===== config.mk =====
export PLATFORM = sky130hd
export DESIGN_NAME = cpu_top
export DESIGN_NICKNAME = d
export VERILOG_FILES = /design/src/logic/cpu_isa_pkg.sv /design/src/logic/cpu_exec_pkg.sv /design/src/logic/cpu_top.sv /design/src/logic/pc_sp_unit.sv /design/src/logic/reg_state.sv /design/src/logic/alu.sv /design/src/logic/operand_mux.sv /design/src/logic/inst_decode.sv
export VERILOG_INCLUDE_DIRS = /design/src /design/src/logic
export SDC_FILE = /design/constraint.sdc
export NUM_CORES = 1
export LEC_CHECK = 0
export ABC_AREA = 1
export BUFFER_PORTS_ARGS = -buffer_cell sky130_fd_sc_hd__buf_2
export CORE_MARGIN = 3
export CORE_UTILIZATION = 40
export DETAILED_ROUTE_END_ITERATION = 12
export GPL_TIMING_DRIVEN = 0
export SYNTH_ARGS = -nofsm -noshare
export SYNTH_HDL_FRONTEND = slang
export SYNTH_SLANG_ARGS = --single-unit

===== constraint.sdc =====
create_clock -name clk -period 8.2 [get_ports clk]
set_input_delay 0.82 -clock clk [delete_from_list [all_inputs] [get_ports clk]]
set_output_delay 0.82 -clock clk [all_outputs]
set_load 0.01 [all_outputs]

===== src/logic/cpu_params.svh =====
`ifndef CPU_PARAMS_SVH
`define CPU_PARAMS_SVH

// data path and address width
`define CPU_WORD_W 16

// fetch window: opcode plus up to two operand bytes
`define CPU_INST_W 24

// x, y and z
`define CPU_NUM_REGS 3

// first fetch after reset
`define CPU_RESET_PC 16'h4000

// stack grows down from here
`define CPU_RESET_SP 16'h8000

`endif

===== src/logic/cpu_isa_pkg.sv =====
`include "cpu_params.svh"

package cpu_isa_pkg;

	// 8-bit alu forms: 0x1n imm8, 0x2n zl, 0x3n direct byte
	typedef enum logic [7:0] {
		OP_NOP = 8'h00,
		OP_TRAP = 8'h01,
		OP_ADD_IMM = 8'h10, OP_ADD_ZL = 8'h20, OP_ADD_DIR = 8'h30,
		OP_ADC_IMM = 8'h11, OP_ADC_ZL = 8'h21, OP_ADC_DIR = 8'h31,
		OP_SUB_IMM = 8'h12, OP_SUB_ZL = 8'h22, OP_SUB_DIR = 8'h32,
		OP_CP_IMM = 8'h13, OP_CP_ZL = 8'h23, OP_CP_DIR = 8'h33,
		OP_AND_IMM = 8'h14, OP_AND_ZL = 8'h24, OP_AND_DIR = 8'h34,
		OP_OR_IMM = 8'h15, OP_OR_ZL = 8'h25, OP_OR_DIR = 8'h35,
		OP_XOR_IMM = 8'h16, OP_XOR_ZL = 8'h26, OP_XOR_DIR = 8'h36,
		OP_INC_IMM = 8'h17, OP_INC_ZL = 8'h27, OP_INC_DIR = 8'h37,
		OP_DEC_IMM = 8'h18, OP_DEC_ZL = 8'h28, OP_DEC_DIR = 8'h38,
		OP_LD_XL_DIR = 8'h40,
		OP_LD_DIR_XL = 8'h41,
		OP_PUSH_XL = 8'h50,
		OP_POP_XL = 8'h51,
		OP_PUSHW_Y = 8'h52,
		OP_POPW_Y = 8'h53,
		OP_LDW_Y_IMM = 8'h60,
		OP_ADDW_Y_X = 8'h61,
		OP_ADDW_Y_D = 8'h62,
		OP_LDW_X_Y = 8'h63,
		OP_LDW_Z_Y = 8'h64,
		OP_JP_IMM = 8'h70,
		OP_JP_Y = 8'h71,
		OP_JR_D = 8'h72,
		OP_JRZ_D = 8'h73,
		OP_JRNZ_D = 8'h74,
		OP_JRC_D = 8'h75,
		OP_JRNC_D = 8'h76
	} opcode_e;

	// bytes consumed, 1 to 3
	typedef logic [1:0] inst_len_t;

	// opcode in the low byte, fetched little-endian
	typedef struct packed {
		logic [`CPU_INST_W-17:0] spare;
		logic [7:0] disp;
		opcode_e opcode;
	} inst_disp_t;

	typedef struct packed {
		logic [`CPU_WORD_W-1:0] imm;
		opcode_e opcode;
	} inst_imm_t;

	typedef union packed {
		inst_disp_t disp_fmt;
		inst_imm_t imm_fmt;
	} inst_word_u;

endpackage


===== src/logic/cpu_exec_pkg.sv =====
`include "cpu_params.svh"

package cpu_exec_pkg;

	// pass first, so an all-zero control word is a nop
	typedef enum logic [3:0] {
		ALU_PASS, ALU_ADD, ALU_ADC, ALU_SUB, ALU_AND,
		ALU_OR, ALU_XOR, ALU_INC, ALU_DEC, ALU_ADDW
	} alu_op_e;

	typedef struct packed {
		logic z;
		logic c;
		logic n;
	} flags_t;

	typedef enum logic [1:0] {
		REG_X = 2'd0,
		REG_Y = 2'd1,
		REG_Z = 2'd2
	} reg_sel_e;

	typedef enum logic {OPA_X, OPA_Y} opa_sel_e;

	typedef enum logic [2:0] {
		OPB_X, OPB_Y, OPB_ZL, OPB_IMM8, OPB_IMM16, OPB_DISP, OPB_MEM
	} opb_sel_e;

	typedef enum logic [1:0] {MRD_NONE, MRD_DIR, MRD_SP} mrd_e;

	typedef enum logic [1:0] {MWR_NONE, MWR_DIR8, MWR_PUSH8, MWR_PUSH16} mwr_e;

	typedef enum logic [2:0] {SP_HOLD, SP_DEC1, SP_INC1, SP_DEC2, SP_INC2} sp_op_e;

	typedef enum logic [2:0] {
		BR_NONE, BR_JP, BR_JPY, BR_JR, BR_JRZ, BR_JRNZ, BR_JRC, BR_JRNC
	} br_e;

	typedef struct packed {
		alu_op_e alu_op;
		opa_sel_e opa;
		opb_sel_e opb;
		reg_sel_e reg_sel;
		logic [1:0] reg_be;
		flags_t flag_mask;
		mrd_e mrd;
		mwr_e mwr;
		sp_op_e sp_op;
		br_e br;
		cpu_isa_pkg::inst_len_t len;
		logic trap;
	} ctrl_t;

	typedef struct packed {
		logic [`CPU_WORD_W-1:0] addr;
		logic [`CPU_WORD_W-1:0] data;
		logic [1:0] be;
	} dmem_wr_t;

endpackage


===== src/logic/cpu_top.sv =====
`timescale 1ns/1ps
`include "cpu_params.svh"

module cpu_top (
	input logic clk,
	input logic reset,
	output logic [`CPU_WORD_W-1:0] iread_addr,
	input cpu_isa_pkg::inst_word_u iread_data,
	input logic iread_valid,
	output logic [`CPU_WORD_W-1:0] dread_addr,
	input logic [`CPU_WORD_W-1:0] dread_data,
	output logic [`CPU_WORD_W-1:0] dwrite_addr,
	output logic [`CPU_WORD_W-1:0] dwrite_data,
	output logic [1:0] dwrite_en,
	output logic trap
);
	import cpu_exec_pkg::*;

	ctrl_t ctrl;
	flags_t flags;
	flags_t alu_flags;
	dmem_wr_t dwr;
	logic accept;
	logic [`CPU_WORD_W-1:0] x;
	logic [`CPU_WORD_W-1:0] y;
	logic [`CPU_WORD_W-1:0] z;
	logic [`CPU_WORD_W-1:0] pc;
	logic [`CPU_WORD_W-1:0] sp;
	logic [`CPU_WORD_W-1:0] opa;
	logic [`CPU_WORD_W-1:0] opb;
	logic [`CPU_WORD_W-1:0] result;

	// one instruction per cycle with a genuine fetch
	assign accept = iread_valid && !reset;

	inst_decode u_decode (
		.opcode(iread_data.disp_fmt.opcode),
		.ctrl(ctrl)
	);

	operand_mux u_operands (
		.ctrl(ctrl),
		.inst(iread_data),
		.x(x),
		.y(y),
		.z(z),
		.sp(sp),
		.dread_data(dread_data),
		.result(result),
		.opa(opa),
		.opb(opb),
		.dread_addr(dread_addr),
		.dwr(dwr)
	);

	alu u_alu (
		.op(ctrl.alu_op),
		.opa(opa),
		.opb(opb),
		.c_in(flags.c),
		.result(result),
		.flags_out(alu_flags)
	);

	reg_state u_regs (
		.clk(clk),
		.reset(reset),
		.accept(accept),
		.ctrl(ctrl),
		.result(result),
		.flags_in(alu_flags),
		.x(x),
		.y(y),
		.z(z),
		.flags(flags)
	);

	pc_sp_unit u_pc_sp (
		.clk(clk),
		.reset(reset),
		.accept(accept),
		.ctrl(ctrl),
		.inst(iread_data),
		.flags(flags),
		.y(y),
		.result(result),
		.pc(pc),
		.sp(sp)
	);

	// fetch address is the pc itself, so it holds during a stall
	assign iread_addr = pc;

	assign dwrite_addr = dwr.addr;
	assign dwrite_data = dwr.data;
	assign dwrite_en = accept ? dwr.be : 2'b00;
	assign trap = accept && ctrl.trap;

endmodule


===== src/logic/pc_sp_unit.sv =====
`timescale 1ns/1ps
`include "cpu_params.svh"

module pc_sp_unit (
	input logic clk,
	input logic reset,
	input logic accept,
	input cpu_exec_pkg::ctrl_t ctrl,
	input cpu_isa_pkg::inst_word_u inst,
	input cpu_exec_pkg::flags_t flags,
	input logic [`CPU_WORD_W-1:0] y,
	input logic [`CPU_WORD_W-1:0] result,
	output logic [`CPU_WORD_W-1:0] pc,
	output logic [`CPU_WORD_W-1:0] sp
);
	import cpu_exec_pkg::*;

	logic [`CPU_WORD_W-1:0] seq_pc;
	logic [`CPU_WORD_W-1:0] rel_pc;
	logic [`CPU_WORD_W-1:0] next_pc;
	logic [`CPU_WORD_W-1:0] next_sp;
	logic taken;

	assign seq_pc = pc + {{(`CPU_WORD_W-2){1'b0}}, ctrl.len};

	// relative to the jump's own address
	assign rel_pc = pc + {{(`CPU_WORD_W-8){inst.disp_fmt.disp[7]}}, inst.disp_fmt.disp};

	always_comb
	begin
		case (ctrl.br)
			BR_JR: taken = 1'b1;
			BR_JRZ: taken = flags.z;
			BR_JRNZ: taken = !flags.z;
			BR_JRC: taken = flags.c;
			BR_JRNC: taken = !flags.c;
			default: taken = 1'b0;
		endcase
		if (ctrl.br == BR_JP)
			next_pc = result;
		else if (ctrl.br == BR_JPY)
			next_pc = y;
		else if (taken)
			next_pc = rel_pc;
		else
			next_pc = seq_pc;
	end

	always_comb
	begin
		case (ctrl.sp_op)
			SP_DEC1: next_sp = sp - 16'd1;
			SP_INC1: next_sp = sp + 16'd1;
			SP_DEC2: next_sp = sp - 16'd2;
			SP_INC2: next_sp = sp + 16'd2;
			default: next_sp = sp;
		endcase
	end

	always_ff @(posedge clk)
	begin
		if (reset)
		begin
			pc <= `CPU_RESET_PC;
			sp <= `CPU_RESET_SP;
		end
		else if (accept)
		begin
			pc <= next_pc;
			sp <= next_sp;
		end
	end

endmodule


===== src/logic/reg_state.sv =====
`timescale 1ns/1ps
`include "cpu_params.svh"

module reg_state (
	input logic clk,
	input logic reset,
	input logic accept,
	input cpu_exec_pkg::ctrl_t ctrl,
	input logic [`CPU_WORD_W-1:0] result,
	input cpu_exec_pkg::flags_t flags_in,
	output logic [`CPU_WORD_W-1:0] x,
	output logic [`CPU_WORD_W-1:0] y,
	output logic [`CPU_WORD_W-1:0] z,
	output cpu_exec_pkg::flags_t flags
);
	import cpu_exec_pkg::*;

	logic [`CPU_WORD_W-1:0] regs [`CPU_NUM_REGS];
	flags_t mask;

	assign mask = ctrl.flag_mask;

	assign x = regs[REG_X];
	assign y = regs[REG_Y];
	assign z = regs[REG_Z];

	always_ff @(posedge clk)
	begin
		if (reset)
		begin
			for (int i = 0; i < `CPU_NUM_REGS; i++)
				regs[i] <= '0;
			flags <= '0;
		end
		else if (accept)
		begin
			if (ctrl.reg_be[0])
				regs[ctrl.reg_sel][7:0] <= result[7:0];
			if (ctrl.reg_be[1])
				regs[ctrl.reg_sel][15:8] <= result[15:8];
			// only masked flags move
			flags <= flags_t'((flags & ~mask) | (flags_in & mask));
		end
	end

endmodule


===== src/logic/alu.sv =====
`timescale 1ns/1ps
`include "cpu_params.svh"

module alu (
	input cpu_exec_pkg::alu_op_e op,
	input logic [`CPU_WORD_W-1:0] opa,
	input logic [`CPU_WORD_W-1:0] opb,
	input logic c_in,
	output logic [`CPU_WORD_W-1:0] result,
	output cpu_exec_pkg::flags_t flags_out
);
	import cpu_exec_pkg::*;

	logic [8:0] res8;
	logic [`CPU_WORD_W:0] res16;
	logic wide;

	always_comb
	begin
		res8 = '0;
		res16 = '0;
		wide = 1'b0;
		case (op)
			ALU_ADD: res8 = {1'b0, opa[7:0]} + {1'b0, opb[7:0]};
			ALU_ADC: res8 = {1'b0, opa[7:0]} + {1'b0, opb[7:0]} + {8'd0, c_in};
			// bit 8 ends up as the borrow
			ALU_SUB: res8 = {1'b0, opa[7:0]} - {1'b0, opb[7:0]};
			ALU_AND: res8 = {1'b0, opa[7:0] & opb[7:0]};
			ALU_OR: res8 = {1'b0, opa[7:0] | opb[7:0]};
			ALU_XOR: res8 = {1'b0, opa[7:0] ^ opb[7:0]};
			ALU_INC: res8 = {1'b0, opb[7:0]} + 9'd1;
			ALU_DEC: res8 = {1'b0, opb[7:0]} - 9'd1;
			ALU_ADDW:
			begin
				res16 = {1'b0, opa} + {1'b0, opb};
				wide = 1'b1;
			end
			// pass of opb, full word
			default:
			begin
				res16 = {1'b0, opb};
				wide = 1'b1;
			end
		endcase
	end

	assign result = wide ? res16[`CPU_WORD_W-1:0] : {8'h00, res8[7:0]};

	// flags follow the width of the operation
	assign flags_out.z = wide ? (res16[`CPU_WORD_W-1:0] == '0) : (res8[7:0] == 8'h00);
	assign flags_out.c = wide ? res16[`CPU_WORD_W] : res8[8];
	assign flags_out.n = wide ? res16[`CPU_WORD_W-1] : res8[7];

endmodule


===== src/logic/operand_mux.sv =====
`timescale 1ns/1ps
`include "cpu_params.svh"

module operand_mux (
	input cpu_exec_pkg::ctrl_t ctrl,
	input cpu_isa_pkg::inst_word_u inst,
	input logic [`CPU_WORD_W-1:0] x,
	input logic [`CPU_WORD_W-1:0] y,
	input logic [`CPU_WORD_W-1:0] z,
	input logic [`CPU_WORD_W-1:0] sp,
	input logic [`CPU_WORD_W-1:0] dread_data,
	input logic [`CPU_WORD_W-1:0] result,
	output logic [`CPU_WORD_W-1:0] opa,
	output logic [`CPU_WORD_W-1:0] opb,
	output logic [`CPU_WORD_W-1:0] dread_addr,
	output cpu_exec_pkg::dmem_wr_t dwr
);
	import cpu_exec_pkg::*;

	logic [`CPU_WORD_W-1:0] imm16;
	logic [`CPU_WORD_W-1:0] disp_sx;

	assign imm16 = inst.imm_fmt.imm;
	assign disp_sx = {{(`CPU_WORD_W-8){inst.disp_fmt.disp[7]}}, inst.disp_fmt.disp};

	assign opa = (ctrl.opa == OPA_Y) ? y : x;

	always_comb
	begin
		case (ctrl.opb)
			OPB_Y: opb = y;
			OPB_ZL: opb = {8'h00, z[7:0]};
			OPB_IMM8: opb = {8'h00, inst.disp_fmt.disp};
			OPB_IMM16: opb = imm16;
			OPB_DISP: opb = disp_sx;
			OPB_MEM: opb = dread_data;
			default: opb = x;
		endcase
	end

	// pop reads at sp before it moves up
	always_comb
	begin
		case (ctrl.mrd)
			MRD_DIR: dread_addr = imm16;
			MRD_SP: dread_addr = sp;
			default: dread_addr = '0;
		endcase
	end

	// stores and pushes write what the alu passed through
	always_comb
	begin
		dwr.data = result;
		case (ctrl.mwr)
			MWR_DIR8:
			begin
				dwr.addr = imm16;
				dwr.be = 2'b01;
			end
			MWR_PUSH8:
			begin
				dwr.addr = sp - 16'd1;
				dwr.be = 2'b01;
			end
			MWR_PUSH16:
			begin
				dwr.addr = sp - 16'd2;
				dwr.be = 2'b11;
			end
			default:
			begin
				dwr.addr = '0;
				dwr.be = 2'b00;
			end
		endcase
	end

endmodule


===== src/logic/inst_decode.sv =====
`timescale 1ns/1ps

module inst_decode (
	input cpu_isa_pkg::opcode_e opcode,
	output cpu_exec_pkg::ctrl_t ctrl
);
	import cpu_isa_pkg::*;
	import cpu_exec_pkg::*;

	localparam flags_t FL_NONE = '{z: 1'b0, c: 1'b0, n: 1'b0};
	localparam flags_t FL_ZCN = '{z: 1'b1, c: 1'b1, n: 1'b1};
	localparam flags_t FL_ZN = '{z: 1'b1, c: 1'b0, n: 1'b1};

	logic [1:0] mode;

	// 1 imm8, 2 zl, 3 direct byte
	function automatic ctrl_t alu8(alu_op_e op, flags_t mask, logic wr, logic [1:0] m);
		ctrl_t c;
		c = '0;
		c.alu_op = op;
		c.flag_mask = mask;
		c.reg_be = {1'b0, wr};
		c.opb = (m == 2'd1) ? OPB_IMM8 : (m == 2'd2) ? OPB_ZL : OPB_MEM;
		c.mrd = (m == 2'd3) ? MRD_DIR : MRD_NONE;
		c.len = (m == 2'd1) ? 2'd2 : (m == 2'd2) ? 2'd1 : 2'd3;
		return c;
	endfunction

	function automatic ctrl_t load(reg_sel_e sel, logic [1:0] be, opb_sel_e src, inst_len_t len);
		ctrl_t c;
		c = '0;
		c.reg_sel = sel;
		c.reg_be = be;
		c.opb = src;
		c.len = len;
		return c;
	endfunction

	function automatic ctrl_t jump(br_e kind, inst_len_t len);
		ctrl_t c;
		c = '0;
		c.br = kind;
		c.len = len;
		return c;
	endfunction

	assign mode = opcode[5:4];

	always_comb
	begin
		ctrl = '0;
		ctrl.len = 2'd1;
		case (opcode)
			OP_TRAP: ctrl.trap = 1'b1;
			OP_ADD_IMM, OP_ADD_ZL, OP_ADD_DIR: ctrl = alu8(ALU_ADD, FL_ZCN, 1'b1, mode);
			OP_ADC_IMM, OP_ADC_ZL, OP_ADC_DIR: ctrl = alu8(ALU_ADC, FL_ZCN, 1'b1, mode);
			OP_SUB_IMM, OP_SUB_ZL, OP_SUB_DIR: ctrl = alu8(ALU_SUB, FL_ZCN, 1'b1, mode);
			// compare keeps xl
			OP_CP_IMM, OP_CP_ZL, OP_CP_DIR: ctrl = alu8(ALU_SUB, FL_ZCN, 1'b0, mode);
			OP_AND_IMM, OP_AND_ZL, OP_AND_DIR: ctrl = alu8(ALU_AND, FL_ZN, 1'b1, mode);
			OP_OR_IMM, OP_OR_ZL, OP_OR_DIR: ctrl = alu8(ALU_OR, FL_ZN, 1'b1, mode);
			OP_XOR_IMM, OP_XOR_ZL, OP_XOR_DIR: ctrl = alu8(ALU_XOR, FL_ZN, 1'b1, mode);
			OP_INC_IMM, OP_INC_ZL, OP_INC_DIR: ctrl = alu8(ALU_INC, FL_ZN, 1'b1, mode);
			OP_DEC_IMM, OP_DEC_ZL, OP_DEC_DIR: ctrl = alu8(ALU_DEC, FL_ZN, 1'b1, mode);
			OP_LD_XL_DIR: ctrl = alu8(ALU_PASS, FL_NONE, 1'b1, 2'd3);
			OP_LD_DIR_XL:
			begin
				ctrl.mwr = MWR_DIR8;
				ctrl.len = 2'd3;
			end
			OP_PUSH_XL:
			begin
				ctrl.mwr = MWR_PUSH8;
				ctrl.sp_op = SP_DEC1;
			end
			OP_POP_XL:
			begin
				ctrl = load(REG_X, 2'b01, OPB_MEM, 2'd1);
				ctrl.mrd = MRD_SP;
				ctrl.sp_op = SP_INC1;
			end
			OP_PUSHW_Y:
			begin
				ctrl.opb = OPB_Y;
				ctrl.mwr = MWR_PUSH16;
				ctrl.sp_op = SP_DEC2;
			end
			OP_POPW_Y:
			begin
				ctrl = load(REG_Y, 2'b11, OPB_MEM, 2'd1);
				ctrl.mrd = MRD_SP;
				ctrl.sp_op = SP_INC2;
			end
			OP_LDW_Y_IMM: ctrl = load(REG_Y, 2'b11, OPB_IMM16, 2'd3);
			OP_LDW_X_Y: ctrl = load(REG_X, 2'b11, OPB_Y, 2'd1);
			OP_LDW_Z_Y: ctrl = load(REG_Z, 2'b11, OPB_Y, 2'd1);
			OP_ADDW_Y_X:
			begin
				ctrl = load(REG_Y, 2'b11, OPB_X, 2'd1);
				ctrl.alu_op = ALU_ADDW;
				ctrl.opa = OPA_Y;
				ctrl.flag_mask = FL_ZCN;
			end
			OP_ADDW_Y_D:
			begin
				ctrl = load(REG_Y, 2'b11, OPB_DISP, 2'd2);
				ctrl.alu_op = ALU_ADDW;
				ctrl.opa = OPA_Y;
				ctrl.flag_mask = FL_ZCN;
			end
			// target goes through the alu as a pass
			OP_JP_IMM:
			begin
				ctrl = jump(BR_JP, 2'd3);
				ctrl.opb = OPB_IMM16;
			end
			OP_JP_Y: ctrl = jump(BR_JPY, 2'd1);
			OP_JR_D: ctrl = jump(BR_JR, 2'd2);
			OP_JRZ_D: ctrl = jump(BR_JRZ, 2'd2);
			OP_JRNZ_D: ctrl = jump(BR_JRNZ, 2'd2);
			OP_JRC_D: ctrl = jump(BR_JRC, 2'd2);
			OP_JRNC_D: ctrl = jump(BR_JRNC, 2'd2);
			// nop, and anything unknown runs as a one-byte nop
			default: ctrl.len = 2'd1;
		endcase
	end

endmodule


==> flow_summary.ini, run 1 <==
[logic_synthesis]
yosys_warnings = 0
synth_edf_count = 40
synthFlopType = sky130_fd_sc_hd__edfxtp_1
synth-async-reset-ratio = 0
synth_cells = 1563
yosysSeqAreaShare = 0.197
synth_area_per_cell_um2 = 6.11
postSynthNetCount = 1678
ys_ff_latch = 74
netlist-cell-type-count = 63
post_synth_instance_area_um2 = 9540

[final_layout]
nFillCells = 2500
final-seq-area_um2 = 1880
most_common_cell_after_layout_fill_and_taps_aside = sky130_fd_sc_hd__nand2_1
relative_area_change_from_synthesis_to_final_layout_pct = 12.5
layout_common_cells = sky130_fd_sc_hd__nand2_1, sky130_fd_sc_hd__inv_1, sky130_fd_sc_hd__nor2_1
finish.net_count = 1796
multi_input_area_um2 = 6550
antennaDiodeCount = 0
post_route_cells_drive_above_1_share = 0.117

[floorplan]
initial_utilization = 0.414
core_um2 = 23100
die_footprint_um2 = 25700
chipWidth_um = 160
fp.dieH_um = 160
design.portCount = 110
placement_rows = 55

[cts]
clock_sink_count = 74
post_cts.resized_instances = 0
cts_hold_buffers = 0
max-clock-path-buffers = 2
cts_max_level = 3
cts_made_buffers = 9
tritoncts_clock_tree = done
cts_post_setup_buffers_inserted = 0
clock_insertion_delay_at_the_later_pin_of_the_skew_report_ns = 0.35
clk_root_buffer_cell = sky130_fd_sc_hd__clkbuf_16
path_clk_slew_ns = 0.06

[pwr]
share_seq_of_total_power = 0.353
cell_internal_pwr_uw = 721
netSwitchingPower_uw = 446
p_sw_frac = 0.382
leakagePower_uw = 0.00541
max-vdd-ir-drop_mv = 0.0846
combPwrFrac = 0.319
power.density_nw_per_um2 = 109
power.share.clock = 0.328

[sta]
finalHoldViolations = 0
fmax_ghz = 0.140
rsz_0062_raised_after_global_routing = no
final-setup-viol-count = 0
fin_max_slew_vios = 0
whs_ns = 0.484
max_slew_margin = 0.334
setup-tns-final_ns = 0
fin_skew_ns = 0.00769
worstMarginPinSlew_ns = 0.988
finalWorstPathRequiredPeriod_ns = 7.14
min_period_over_period = 0.870

[critical_path]
timing.critical_path.mode_cell = sky130_fd_sc_hd__inv_1
critPathTopFamily = buffers and inverters
cp_num_buf_inv = 11
worst_setup_path_start_kind = input pin
start_to_end_type_of_the_worst_setup_path = in -> out
critical_path_required_ns = 7.38
max_stage_delay_ns = 0.46
worstSetupEndpointType = output port
critPathArrivalTime_ns = 6.32
timing.critical_path.slowest_stage_cell = sky130_fd_sc_hd__o21ai_2
worst-path-max-fanout = 10

[placement]
gpl.final_weighted_congestion = 0.981
hpwl_um = 29600
portBuffers = 107

[global_routing]
grt_pass1_wl_um = 56300
grt_start_max_net_pins = 14
grt.overflow.total = 0
grt_pass1_vias = 10200
grt_antenna_before_repair = 0
global_route.usage.total = 0.274

[worst_hold_path]
timing.hold.worst.class = reg -> reg

[routing]
final_antenna_net_count = 0
route.vias.total = 11000
total_iterations_of_the_first_detailed_routing_run = 7
wl_met1_um = 15700
wl_per_cell_um = 18.3
maxUsedRoutingLayer = met4
met2WireLength_um = 16800
drt_wl_total_um = 36700
drt_drc_violations_left = 0
met3RoutedLength_um = 3280
iteration_0_drc_markers = 1162
post_drt_via_cell_ratio = 5.50

[status]
run_status = finished clean

[job]
reported_max_cap_violation_count = 0
==> synthesized netlist by cell type (2+ instances only) <==
cell | instances | area, um^2
sky130_fd_sc_hd__a21boi_0 | 2 | 15.0
sky130_fd_sc_hd__a21oi_1 | 107 | 536
sky130_fd_sc_hd__a21oi_2 | 3 | 26.3
sky130_fd_sc_hd__a221oi_1 | 4 | 35.0
sky130_fd_sc_hd__a311oi_1 | 2 | 17.5
sky130_fd_sc_hd__a31oi_1 | 11 | 68.8
sky130_fd_sc_hd__buf_1 | 2 | 7.51
sky130_fd_sc_hd__buf_6 | 4 | 45.0
sky130_fd_sc_hd__clkbuf_1 | 39 | 146
sky130_fd_sc_hd__clkinv_1 | 7 | 26.3
sky130_fd_sc_hd__dfxtp_1 | 34 | 681
sky130_fd_sc_hd__edfxtp_1 | 40 | 1200
sky130_fd_sc_hd__fa_1 | 4 | 80.1
sky130_fd_sc_hd__ha_1 | 68 | 851
sky130_fd_sc_hd__inv_1 | 223 | 837
sky130_fd_sc_hd__inv_2 | 11 | 41.3
sky130_fd_sc_hd__nand2_1 | 414 | 1550
sky130_fd_sc_hd__nand2_2 | 9 | 56.3
sky130_fd_sc_hd__nand2_4 | 6 | 67.6
sky130_fd_sc_hd__nand3_1 | 88 | 440
sky130_fd_sc_hd__nand3_2 | 4 | 40.0
sky130_fd_sc_hd__nand3_4 | 2 | 35.0
sky130_fd_sc_hd__nand3b_1 | 2 | 15.0
sky130_fd_sc_hd__nand3b_4 | 2 | 40.0
sky130_fd_sc_hd__nand4_1 | 25 | 156
sky130_fd_sc_hd__nand4_2 | 2 | 25.0
sky130_fd_sc_hd__nor2_1 | 179 | 672
sky130_fd_sc_hd__nor2_2 | 10 | 62.6
sky130_fd_sc_hd__nor2_4 | 3 | 33.8
sky130_fd_sc_hd__nor3_1 | 17 | 85.1
sky130_fd_sc_hd__nor4_1 | 6 | 37.5
sky130_fd_sc_hd__o2111ai_1 | 11 | 96.3
sky130_fd_sc_hd__o211ai_1 | 17 | 128
sky130_fd_sc_hd__o21a_1 | 2 | 15.0
sky130_fd_sc_hd__o21ai_0 | 104 | 521
sky130_fd_sc_hd__o21ai_1 | 5 | 25.0
sky130_fd_sc_hd__o21ai_2 | 2 | 17.5
sky130_fd_sc_hd__o21ai_4 | 4 | 65.1
sky130_fd_sc_hd__o21bai_1 | 8 | 60.1
sky130_fd_sc_hd__o221ai_1 | 5 | 43.8
sky130_fd_sc_hd__o22ai_1 | 12 | 75.1
sky130_fd_sc_hd__o31ai_1 | 8 | 60.1
sky130_fd_sc_hd__or2_2 | 7 | 43.8
sky130_fd_sc_hd__xnor2_1 | 4 | 35.0
sky130_fd_sc_hd__xor2_1 | 26 | 228
==> final timing paths <==
| check | end | slack [ns] | depth (start not counted) | from |
|---|---|---|---|---|
| max | dwrite_data[5] | 1.06 | 27 | iread_data[1] |
| min | u_pc_sp.pc[6] | 0.48 | 2 | u_pc_sp.pc[6] |
| max reg2reg | u_pc_sp.pc[15] | 3.85 | 17 | flop |
| min reg2reg | u_pc_sp.pc[6] | 0.48 | 2 | u_pc_sp.pc[6] |
==> per-layer routing <==
layer  up-vias  track usage
met5         -            0
met4         0       0.0817
met3        59       0.0500
met2       499        0.451
met1      5025        0.367
li1       5406            -
==> registers in the layout, indices dropped and copies added, names as in the netlist, named ones only <==
register,flops
u_pc_sp.sp,16
u_regs.regs,40
u_pc_sp.pc,16
==> per-stage QoR <==
step           setup WS, ns  utilization  instances  cell area [um^2]  total power [uW]
2_1_floorplan          2.77            -       1563              9540               663
3_3_place_gp           1.28        0.454       1983             10500               785
3_5_place_dp           1.28        0.454       1983             10500               785
4_1_cts                1.24        0.466       1999             10700              1160
5_1_grt               0.495        0.466       1999             10700              1220
6_report               1.06        0.466       1999             10700              1170
==> power by group through the flow <==
| stage | Sequential (uW) | Combinational [uW] | Clock (uW) |
|---|---|---|---|
| 2_1_floorplan | 418 | 244 | 0 |
| 3_3_place_gp | 420 | 366 | 0 |
| 3_5_place_dp | 420 | 365 | 0 |
| 4_1_cts | 412 | 368 | 384 |
| 5_1_grt | 413 | 414 | 398 |
| 6_report | 412 | 372 | 383 |
==> area by class of cell <==
type                       instances  share of cell area
clock buffer                       9              0.0210
inverter                         241              0.0842
tap                              313              0.0365
buffer                            47              0.0197
multi-input combinational       1201               0.609
timing repair buffer             107              0.0499
sequential                        74               0.175
clock inverter                     7             0.00408
==> cells by family after synthesis <==
logic type               share of synthesized area
AND/OR/NAND/NOR                              0.359
AO/OA/AOI/OAI                                0.202
buffers and inverters                        0.117
flip-flops                                   0.197
adder cells (fa/ha/maj)                     0.0975
XOR/XNOR                                    0.0275
==> tightest hold or removal path, cell delays in order, from the launching register on <==
cell                      delay [ns]
sky130_fd_sc_hd__dfxtp_1        0.32
sky130_fd_sc_hd__nand2_1        0.06
sky130_fd_sc_hd__a21oi_1        0.05
Note: power is estimated with default switching activity, not from simulation.
==> run 2: changes to the inputs <==
--- a/config.mk
+++ b/config.mk
@@ -14,2 +14,3 @@
 export GPL_TIMING_DRIVEN = 0
+export PLACE_DENSITY = 0.61
 export SYNTH_ARGS = -nofsm -noshare
--- a/constraint.sdc
+++ b/constraint.sdc
@@ -3,2 +3,2 @@
 set_output_delay 0.82 -clock clk [all_outputs]
-set_load 0.01 [all_outputs]
+set_load 0.05 [all_outputs]
==> run 2 against run 1 <==
Effect of this change:
- register-to-register slack got worse by 0.10 ns
- utilization increased by 0.060 points
- sequential power about the same
- clock skew increased by 0.0062 ns
- critical path depth decreased by 2
- critical path type unchanged
- final cell count about the same
- combinational power increased by 13%
- global-route usage increased by 0.21 points
- via count increased by 0.88%
- largest cell class unchanged
- final area increased by 0.13%
- die area unchanged
==> flow_summary.ini, run 2 (synthesis results as in run 1) <==
[status]
run_status = finished clean

[cts]
path_clk_slew_ns = 0.06
cts_made_buffers = 9
clock_sink_count = 74
cts_max_level = 3
tritoncts_clock_tree = done
cts_hold_buffers = 0
clk_root_buffer_cell = sky130_fd_sc_hd__clkbuf_16
clock_insertion_delay_at_the_later_pin_of_the_skew_report_ns = 0.35
max-clock-path-buffers = 2
cts_post_setup_buffers_inserted = 0
post_cts.resized_instances = 0

[critical_path]
worst-path-max-fanout = 10
start_to_end_type_of_the_worst_setup_path = in -> out
worst_setup_path_start_kind = input pin
reg2reg_slack_ns = 3.75
worstSetupEndpointType = output port
critPathArrivalTime_ns = 6.38
critical_path_required_ns = 7.38

[sta]
fin_skew_ns = 0.0139
finalWorstPathRequiredPeriod_ns = 7.20
finalHoldViolations = 0
fmax_ghz = 0.139
setup-tns-final_ns = 0
max_slew_margin = 0.286
worstMarginPinSlew_ns = 1.06
min_period_over_period = 0.878
fin_max_slew_vios = 0
final-setup-viol-count = 0
rsz_0062_raised_after_global_routing = no
whs_ns = 0.484

[final_layout]
layout_common_cells = sky130_fd_sc_hd__nand2_1, sky130_fd_sc_hd__inv_1, sky130_fd_sc_hd__nor2_1
post-route-util = 0.466
most_common_cell_after_layout_fill_and_taps_aside = sky130_fd_sc_hd__nand2_1
largest-register = u_regs.regs
nFillCells = 2504
finish.net_count = 1796
largest_register_ffs = 40
biggestRegsByFlops = u_regs.regs x40, u_pc_sp.pc x16, u_pc_sp.sp x16
post_route_cells_drive_above_1_share = 0.116
antennaDiodeCount = 0
relative_area_change_from_synthesis_to_final_layout_pct = 12.7

[floorplan]
die_footprint_um2 = 25700
core_um2 = 23100
design.portCount = 110
chipWidth_um = 160
placement_rows = 55
fp.dieH_um = 160
initial_utilization = 0.414

[placement]
portBuffers = 107
gpl.final_weighted_congestion = 0.978
hpwl_um = 29600

[global_routing]
global_route.usage.total = 0.277
grt_pass1_vias = 10200
grt_pass1_wl_um = 56800
grt_antenna_before_repair = 0
grt.overflow.total = 0
grt_start_max_net_pins = 14

[routing]
wl_per_cell_um = 18.4
total_iterations_of_the_first_detailed_routing_run = 5
route.vias.total = 11100
drt_drc_violations_left = 0
drt_wl_total_um = 36700
post_drt_via_cell_ratio = 5.55
final_antenna_net_count = 0
iteration_0_drc_markers = 1081

[pwr]
combPwrFrac = 0.344
max-vdd-ir-drop_mv = 0.119
finalPower_uw = 1230
p_sw_frac = 0.397
share_seq_of_total_power = 0.336
power.density_nw_per_um2 = 114
netSwitchingPower_uw = 488
leakagePower_uw = 0.00541
cell_internal_pwr_uw = 740
power.share.clock = 0.320

[worst_hold_path]
timing.hold.worst.class = reg -> reg

[job]
reported_max_cap_violation_count = 0
-- run 2: cell count changes in the layout (fill, tap and decap cells not counted), sizes merged --
cell,change
clkbuf,+3
clkinv,-2
inv,-2
-- run 2: stage by stage --
stage | area (um^2) | setup WS (ns) | std cells
4_1_cts | 10800 | 1.16 | 1998
3_5_place_dp | 10500 | 1.17 | 1983
6_report | 10800 | 1.00 | 1998
2_1_floorplan | 9540 | 2.46 | 1563
5_1_grt | 10800 | 0.526 | 1998
3_3_place_gp | 10500 | 1.23 | 1983
-- run 2: area by class of cell --
| cell class | instances | area, um^2 | share of cell area |
|---|---|---|---|
| Multi-Input combinational cell | 1201 | 6550 | 0.609 |
| Sequential cell | 74 | 1880 | 0.175 |
| Inverter | 241 | 905 | 0.0841 |
| Timing Repair Buffer | 107 | 536 | 0.0498 |
| Tap cell | 313 | 392 | 0.0364 |
| Clock buffer | 12 | 258 | 0.0240 |
| Buffer | 47 | 211 | 0.0197 |
| Clock inverter | 3 | 25.0 | 0.00233 |
-- run 2: critical path, cell delays in order --
cell	delay, ns
sky130_fd_sc_hd__buf_2	0.13
sky130_fd_sc_hd__inv_1	0.15
sky130_fd_sc_hd__nand2_1	0.09
sky130_fd_sc_hd__nor2_1	0.28
sky130_fd_sc_hd__inv_1	0.17
sky130_fd_sc_hd__o21ai_2	0.42
sky130_fd_sc_hd__inv_1	0.22
sky130_fd_sc_hd__clkbuf_1	0.33
sky130_fd_sc_hd__clkbuf_1	0.31
sky130_fd_sc_hd__nand2_1	0.10
sky130_fd_sc_hd__o21ai_0	0.38
sky130_fd_sc_hd__fa_1	0.59
sky130_fd_sc_hd__xor2_1	0.31
sky130_fd_sc_hd__nand3_1	0.16
sky130_fd_sc_hd__nor2_1	0.13
sky130_fd_sc_hd__inv_1	0.07
sky130_fd_sc_hd__nor2_1	0.11
sky130_fd_sc_hd__inv_1	0.06
sky130_fd_sc_hd__nor2_1	0.14
sky130_fd_sc_hd__inv_1	0.07
sky130_fd_sc_hd__nand3_1	0.07
sky130_fd_sc_hd__o2111ai_1	0.10
sky130_fd_sc_hd__nor3_1	0.30
sky130_fd_sc_hd__nand4_1	0.48
sky130_fd_sc_hd__buf_2	0.38
-- run 2: final timing paths --
kind / start / to / depth (start not counted)
worst min register to register: u_pc_sp.pc[8] / u_pc_sp.pc[8] / 2
worst min-delay path: u_pc_sp.pc[8] / u_pc_sp.pc[8] / 2
worst max register to register: flop / u_pc_sp.pc[15] / 17
worst max-delay path: iread_data[1] / dwrite_data[5] / 25
-- run 2: power by group through the flow --
stage | sequential (uW) | clock (uW) | combinational (uW)
after floorplan | 431 | 0 | 282
after global placement | 420 | 0 | 416
after detailed placement | 420 | 0 | 417
after CTS | 412 | 392 | 419
after global routing | 414 | 409 | 466
final | 412 | 393 | 422
-- run 2: layer usage --
layer,GRT usage,up-vias,wire length [um]
met5,0,-,0
met4,0.0596,0,699
met3,0.0506,55,3460
met2,0.454,515,16800
met1,0.380,5122,15700
li1,-,5394,-
